[src/logic/tone_pkg.sv]
package tone_pkg;

    // note code width, code 0 is silence
    localparam int note_w = 4;
    localparam logic [note_w-1:0] note_off = '0;

    // divider counter width, must hold the largest half-period
    localparam int div_w = 5;

    // half-period in clocks per note code
    // scaled far below audio so a few notes fit in a short simulation
    localparam logic [div_w-1:0] half_period [2**note_w] = '{
        5'd18, 5'd17, 5'd16, 5'd15,
        5'd14, 5'd13, 5'd12, 5'd11,
        5'd10, 5'd9,  5'd8,  5'd7,
        5'd6,  5'd5,  5'd4,  5'd3
    };

endpackage

[src/logic/music_pkg.sv]
package music_pkg;

    import tone_pkg::*;

    localparam int num_voices = 3;
    localparam int step_ticks = 16;
    localparam int melody_len = 24;

    localparam int voice_w = 2;
    localparam int steps_w = 5;
    localparam int idx_w   = $clog2(melody_len);
    // longest entry is (2**steps_w - 1) steps
    localparam int tick_w  = $clog2((2**steps_w) * step_ticks);

    localparam logic kind_note = 1'b0;
    localparam logic kind_ctrl = 1'b1;

    localparam logic [1:0] op_rest = 2'd0;
    localparam logic [1:0] op_end  = 2'd1;

    // sequencer state codes
    localparam logic [1:0] seq_idle = 2'd0;
    localparam logic [1:0] seq_play = 2'd1;
    localparam logic [1:0] seq_ack  = 2'd2;

    typedef struct packed {
        logic               kind;
        logic [voice_w-1:0] voice;
        logic [note_w-1:0]  code;
        logic [steps_w-1:0] steps;
    } note_view_t;

    typedef struct packed {
        logic               kind;
        logic [1:0]         op;
        logic [steps_w-1:0] steps;
        logic [note_w-1:0]  pad;
    } ctrl_view_t;

    typedef union packed {
        note_view_t note;
        ctrl_view_t ctrl;
    } melody_entry_t;

    function automatic melody_entry_t note_entry(input logic [voice_w-1:0] voice,
                                                 input logic [note_w-1:0] code,
                                                 input logic [steps_w-1:0] steps);
        melody_entry_t e;
        e.note.kind  = kind_note;
        e.note.voice = voice;
        e.note.code  = code;
        e.note.steps = steps;
        return e;
    endfunction

    function automatic melody_entry_t ctrl_entry(input logic [1:0] op,
                                                 input logic [steps_w-1:0] steps);
        melody_entry_t e;
        e.ctrl.kind  = kind_ctrl;
        e.ctrl.op    = op;
        e.ctrl.steps = steps;
        e.ctrl.pad   = '0;
        return e;
    endfunction

    // voice 0 carries the tune, 1 and 2 fill in underneath
    localparam melody_entry_t melody [melody_len] = '{
        note_entry(2'd0, 4'd11, 5'd2),
        note_entry(2'd1, 4'd6,  5'd2),
        note_entry(2'd0, 4'd10, 5'd1),
        note_entry(2'd0, 4'd9,  5'd1),
        note_entry(2'd2, 4'd4,  5'd2),
        note_entry(2'd0, 4'd10, 5'd1),
        note_entry(2'd0, 4'd11, 5'd1),
        ctrl_entry(op_rest, 5'd2),
        note_entry(2'd0, 4'd10, 5'd2),
        note_entry(2'd1, 4'd9,  5'd2),
        note_entry(2'd2, 4'd0,  5'd1),
        note_entry(2'd0, 4'd8,  5'd1),
        note_entry(2'd0, 4'd7,  5'd1),
        note_entry(2'd0, 4'd8,  5'd2),
        note_entry(2'd1, 4'd8,  5'd1),
        note_entry(2'd2, 4'd5,  5'd2),
        ctrl_entry(op_rest, 5'd1),
        note_entry(2'd0, 4'd6,  5'd2),
        note_entry(2'd1, 4'd7,  5'd1),
        note_entry(2'd0, 4'd9,  5'd2),
        note_entry(2'd1, 4'd11, 5'd2),
        note_entry(2'd0, 4'd10, 5'd1),
        note_entry(2'd2, 4'd9,  5'd2),
        ctrl_entry(op_end, 5'd0)
    };

endpackage

[src/logic/melody_sequencer.sv]
module melody_sequencer
    import music_pkg::*, tone_pkg::*;
(
    input  logic                                 clk,
    input  logic                                 arst_n,
    input  logic                                 play_req,
    output logic                                 play_ack,
    output logic                                 busy,
    output logic [num_voices-1:0][note_w-1:0]    note_code,
    output logic [num_voices-1:0]                note_load
);

    logic [1:0]         state;
    logic [idx_w-1:0]   idx;
    logic [tick_w-1:0]  tick_cnt;

    logic [idx_w-1:0]   nxt_idx;
    melody_entry_t      nxt_entry;
    logic [steps_w-1:0] nxt_steps;
    logic [tick_w-1:0]  nxt_ticks;
    logic               is_note;
    logic               is_end;

    logic take_entry;
    logic abort;
    logic release_ack;

    assign busy     = (state == seq_play);
    assign play_ack = (state == seq_ack);

    // entry 0 on start, otherwise the one after the current
    assign nxt_idx   = (state == seq_idle) ? '0 : idx + 1'b1;
    assign nxt_entry = melody[nxt_idx];

    // kind bit sits at the top of both views
    assign is_note = (nxt_entry.note.kind == kind_note);
    assign is_end  = !is_note && (nxt_entry.ctrl.op == op_end);

    always_comb begin
        if (is_note) begin
            nxt_steps = nxt_entry.note.steps;
        end else begin
            nxt_steps = nxt_entry.ctrl.steps;
        end
    end

    assign nxt_ticks = tick_w'(nxt_steps) * tick_w'(step_ticks) - 1'b1;

    assign take_entry = play_req &&
                        ((state == seq_idle) || (state == seq_play && tick_cnt == '0));
    assign abort       = (state == seq_play) && !play_req;
    assign release_ack = (state == seq_ack) && !play_req;

    always_ff @(posedge clk or negedge arst_n) begin
        if (!arst_n) begin
            state     <= seq_idle;
            idx       <= '0;
            tick_cnt  <= '0;
            note_code <= '0;
            note_load <= '0;
        end else begin
            note_load <= '0;
            if (abort) begin
                state     <= seq_idle;
                note_code <= '0;
            end else if (release_ack) begin
                state <= seq_idle;
            end else if (take_entry) begin
                idx      <= nxt_idx;
                tick_cnt <= nxt_ticks;
                if (is_note) begin
                    state                           <= seq_play;
                    note_code[nxt_entry.note.voice] <= nxt_entry.note.code;
                    // pulse even for a repeated note so its divider restarts
                    note_load[nxt_entry.note.voice] <= 1'b1;
                end else if (is_end) begin
                    state     <= seq_ack;
                    note_code <= '0;
                end else begin
                    // rest, voices keep what they have
                    state <= seq_play;
                end
            end else if (state == seq_play) begin
                tick_cnt <= tick_cnt - 1'b1;
            end
        end
    end

    a_ack_not_busy: assert property (@(posedge clk) disable iff (!arst_n)
        play_ack |-> !busy);

    a_load_onehot: assert property (@(posedge clk) disable iff (!arst_n)
        $onehot0(note_load));

endmodule

[src/logic/music_box.sv]
module music_box
    import music_pkg::*, tone_pkg::*;
(
    input  logic                              clk,
    input  logic                              arst_n,
    input  logic                              play_req,
    output logic                              play_ack,
    output logic                              busy,
    output logic [num_voices-1:0][note_w-1:0] voice_notes,
    output logic [1:0]                        level
);

    logic [num_voices-1:0] note_load;
    logic [num_voices-1:0] wave;

    melody_sequencer u_seq (
        .clk       (clk),
        .arst_n    (arst_n),
        .play_req  (play_req),
        .play_ack  (play_ack),
        .busy      (busy),
        .note_code (voice_notes),
        .note_load (note_load)
    );

    // one divider per voice, each watching its own note register
    for (genvar v = 0; v < num_voices; v++) begin : g_voice
        tone_voice u_voice (
            .clk       (clk),
            .arst_n    (arst_n),
            .note_code (voice_notes[v]),
            .note_load (note_load[v]),
            .wave      (wave[v])
        );
    end

    voice_mixer u_mix (
        .clk    (clk),
        .arst_n (arst_n),
        .wave   (wave),
        .level  (level)
    );

endmodule

[src/logic/tone_voice.sv]
module tone_voice
    import tone_pkg::*;
(
    input  logic              clk,
    input  logic              arst_n,
    input  logic [note_w-1:0] note_code,
    input  logic              note_load,
    output logic              wave
);

    logic [div_w-1:0] cnt;
    logic [div_w-1:0] reload;
    logic             silent;

    // counting down to zero takes a full half-period
    assign reload = half_period[note_code] - 1'b1;
    assign silent = (note_code == note_off);

    always_ff @(posedge clk or negedge arst_n) begin
        if (!arst_n) begin
            cnt  <= '0;
            wave <= 1'b0;
        end else if (note_load || silent) begin
            // restart low, phase aligned to the load
            cnt  <= reload;
            wave <= 1'b0;
        end else if (cnt == '0) begin
            cnt  <= reload;
            wave <= ~wave;
        end else begin
            cnt <= cnt - 1'b1;
        end
    end

    // a silenced voice drops its wave on the next edge and keeps it low
    a_silent_low: assert property (@(posedge clk) disable iff (!arst_n)
        silent |=> !wave);

endmodule

[src/logic/voice_mixer.sv]
module voice_mixer
    import music_pkg::*;
(
    input  logic                  clk,
    input  logic                  arst_n,
    input  logic [num_voices-1:0] wave,
    output logic [1:0]            level
);

    logic [1:0] active;

    always_comb begin
        active = '0;
        for (int v = 0; v < num_voices; v++) begin
            active = active + 2'(wave[v]);
        end
    end

    always_ff @(posedge clk or negedge arst_n) begin
        if (!arst_n) begin
            level <= '0;
        end else begin
            level <= active;
        end
    end

    a_level_range: assert property (@(posedge clk) disable iff (!arst_n)
        level <= 2'(num_voices));

endmodule

[config.mk]
export PLATFORM = sky130hd
export DESIGN_NAME = music_box
export DESIGN_NICKNAME = d
export VERILOG_FILES = /design/src/logic/tone_pkg.sv /design/src/logic/music_pkg.sv /design/src/logic/melody_sequencer.sv /design/src/logic/music_box.sv /design/src/logic/tone_voice.sv /design/src/logic/voice_mixer.sv
export SDC_FILE = /design/constraint.sdc
export NUM_CORES = 1
export LEC_CHECK = 0
export BUFFER_PORTS_ARGS = -buffer_cell sky130_fd_sc_hd__buf_2
export CAP_MARGIN = 15
export CORE_ASPECT_RATIO = 0.8
export CORE_MARGIN = 2
export CORE_UTILIZATION = 46
export CTS_CLUSTER_DIAMETER = 100
export DETAILED_ROUTE_END_ITERATION = 10
export PLACE_DENSITY = 0.75
export SYNTH_ARGS = -nofsm -noshare
export SYNTH_HDL_FRONTEND = slang
export SYNTH_SLANG_ARGS = --single-unit
[constraint.sdc]
create_clock -name clk -period 8.6 [get_ports clk]
set_input_delay 1.72 -clock clk [delete_from_list [all_inputs] [get_ports clk]]
set_output_delay 1.72 -clock clk [all_outputs]
set_load 0.02 [all_outputs]
==> summary.md <==
| Metric | Value |
|---|---|
| Crit end category | `flip-flop` |
| Final core utilization | `51.3%` |
| First-pass GRT wire length | `13,000 µm` |
| Root buffer cell | `clkbuf_8` |
| Sequential-to-total area share from yosys stat | `35.2%` |
| Initial DRC count | `226` |
| Seq cells post-synth | `51` |
| Hold_buf cts | `0` |
| Worst endpoint required time | `around 9 ns` |
| Die Area | `roughly 8600 µm²` |
| Fin nets | `438` |
| Hold crit path type | `flip-flop to flip-flop` |
| Fin Hold WS | `between 0.4 and 0.5 ns` |
| Power Total | `1.48 mW` |
| RD Place Congestion | `~0.9` |
| CP Max Fanout | `14` |
| DR WL/cell | `14.4 µm` |
| CTS H-tree lvls | `2` |
| Area grow syn2layout | `6.55%` |
| Number of synthesized flops with an enable pin | `0` |
| Max_slew headroom | `53.5%` |
| Worst skew pair latency | `0.31 ns` |
| Net Count, Synth | `roughly 430` |
| Setup Fix Bufs, Post-CTS | `0` |
| Pin count of the biggest net entering global routing | `52` |
| Post-synth ARST share | `100%` |
| Total Neg Setup Slack | `0 ns` |
| Vias per cell | `5.57` |
| Via count | `2,879` |
| CTS clk-pin slew, worst paths | `0.10 ns` |
| Clk_skew | `0.00974 ns` |
| ANT cells | `0` |
| Status | `finished, final reports clean` |
| Commonest non-fill, non-tap cell in the layout | `dfrtp_1` |
| Crit path arrival time | `3.59 ns` |
| Netlist Area Pre-Place | `3630 µm²` |
| Pins Over Slew Limit | `0` |
| Crit Path Class | `flip-flop to flip-flop` |
| Worst-margin pin slew | `0.694 ns` |
| Final worst-path cycle share | `between 30% and 40%` |
| Syn avg cell area | `9.09 µm²` |
| Rows | `28` |
| Max Fclk | `294 MHz` |
| Yosys warning total | `0` |
| Predominant post-synthesis flop cell | `dfrtp_1` |
| # DRC | `0` |
| Fin. Hold Viols | `0` |
| Post-route ant nets | `0` |
| Vias in the first global route | `2,674` |
| Tot GR Track Use | `18.6%` |
| Height of the die | `83.4 µm` |
| I/O Buffers | `18` |
| DP HPWL | `5640 µm` |
| Mapped Cells | `approximately 400` |
| Width of the chip | `103 µm` |
| Final min period | `3.40 ns` |
| Non-Filler Instances | `roughly 520` |
| Initial core utilization | `48.2%` |
| RSZ-0062 raised after global routing | `no` |
| Final setup violation count | `0` |
| CP Launch Type | `flip-flop` |
| Power per Cell Area | `383 nW/µm²` |
| Clock Sinks | `51` |
| Share of layout cells above drive strength 1 | `around an eighth` |
| Post-cts resize count | `0` |
| VDD IR max | `0.183 mV` |
| Library cells used by synthesis | `71` |
| Clock Path Buffers | `2` |
| Static Leakage | `1.70 nW` |
| Drt pass-1 iters | `4` |
| Overflow after GRT | `0` |
| Core ar. | `around 7500 µm²` |
| Antenna violations before repair | `0` |
| Num CTS Buffers | `5` |
| Drt total wl | `7440 µm` |
| Dpl cells | `approximately 510` |
| Most frequent cells in the layout | `51 x dfrtp_1, 43 x nand2_1, 42 x nor2_1, 23 x inv_1, 23 x ha_1` |
| CTS tree | `done` |
| I/O Pins | `19` |
| Max-Cap Viols | `0` |
[routing by layer]
metal / vias to the layer above / GRT usage (%) / routed length, µm
met2: 50 / 26.7 / 3230
li1: 1438 / - / -
met3: 5 / 3.62 / 299
met4: 0 / 3.23 / 37
met5: - / 0 / 0
met1: 1386 / 29.1 / 3880
[flip-flops by register name (all words and copies together), names as in the netlist]
register	count
u_seq.note_code	12
u_seq.tick_cnt	9
u_seq.idx	5
u_mix.level	2
u_seq.note_load	3
g_voice.u_voice.cnt	15
g_voice.u_voice.wave	3
u_seq.state	2
[critical path, cell delays in order, from the launching register on]
cell and delay (ns):
dfrtp_1 0.57, ha_1 0.44, xor2_2 0.26, nand2_2 0.25
a2111oi_4 0.38, a21o_1 0.33, mux2i_1 0.32, inv_1 0.07
ha_1 0.23, a211o_1 0.23, a22oi_1 0.14, a31oi_1 0.06
[kinds of logic after synthesis]
logic type / synth area share, %
DFF: 35.2
buffers and inverters: 4.76
AOI/OAI and AO/OA: 19.8
muxes: 3.73
xor gates and xnor gates: 7.62
and+or+nand+nor: 20.4
adders and majority gates: 8.49
[cell type report]
type,count,area (µm²)
Tap cell,105,131
Inverter,23,86.3
Timing Repair Buffer,19,97.6
Multi-Input combinational cell,311,2180
Clock inverter,3,26.3
Clock buffer,5,68.8
Fill cell,690,3670
Sequential cell,51,1280
[path summary, 6_finish.rpt]
| path | cells after the start | slack, ns | to | startpoint |
|---|---|---|---|---|
| min reg2reg | 1 | 0.48 | g_voice[0].u_voice.cnt[0] | g_voice[0].u_voice.cnt[0] |
| max reg2reg | 11 | 5.20 | u_seq.tick_cnt[8] | u_seq.idx[0] |
| max in group asynchronous | 2 | 6.66 | u_seq.idx[3] | arst_n |
| max | 11 | 5.20 | u_seq.tick_cnt[8] | u_seq.idx[0] |
| min | 1 | 0.48 | g_voice[0].u_voice.cnt[0] | g_voice[0].u_voice.cnt[0] |
| min in group asynchronous | 2 | 1.51 | g_voice[0].u_voice.cnt[3] | arst_n |
[cell usage after synthesis (all sizes together) (3+ instances only)]
master,number,area share [%]
o21ai,25,3.7
nand2b,5,0.86
a211oi,5,1.4
nand3,9,1.4
o22ai,6,1.0
a31oi,3,0.52
nor2b,5,0.86
a21oi,23,3.3
o211ai,4,0.97
nor3,17,2.8
and2,3,0.52
nand2,44,4.6
xnor2,15,4.0
a21o,4,0.83
a211o,4,0.97
dfrtp,51,35
or2,3,0.52
nor4,3,0.69
and3,3,0.55
ha,23,7.9
inv,23,2.4
or3,5,1.0
nor2,44,4.8
mux2i,11,3.7
a32oi,4,0.97
xor2,14,3.6
buf,12,2.2
a2111oi,3,1.3
[metrics by stage]
stage | setup WS (ns) | instance area (µm²)
finish | 5.20 | 3860
CTS | 5.24 | 3860
detailed placement | 5.03 | 3770
global placement | 5.10 | 3770
floorplan | 5.72 | 3630
global route | 4.92 | 3860
[report_power, final]
part / internal, mW / switching, mW / total [mW]
registers: 0.323 / 0.104 / 0.427
logic: 0.347 / 0.557 / 0.904
clock network: 0.0601 / 0.0882 / 0.148
total: 0.730 / 0.749 / 1.48
Note: power is estimated with default switching activity, not from simulation.
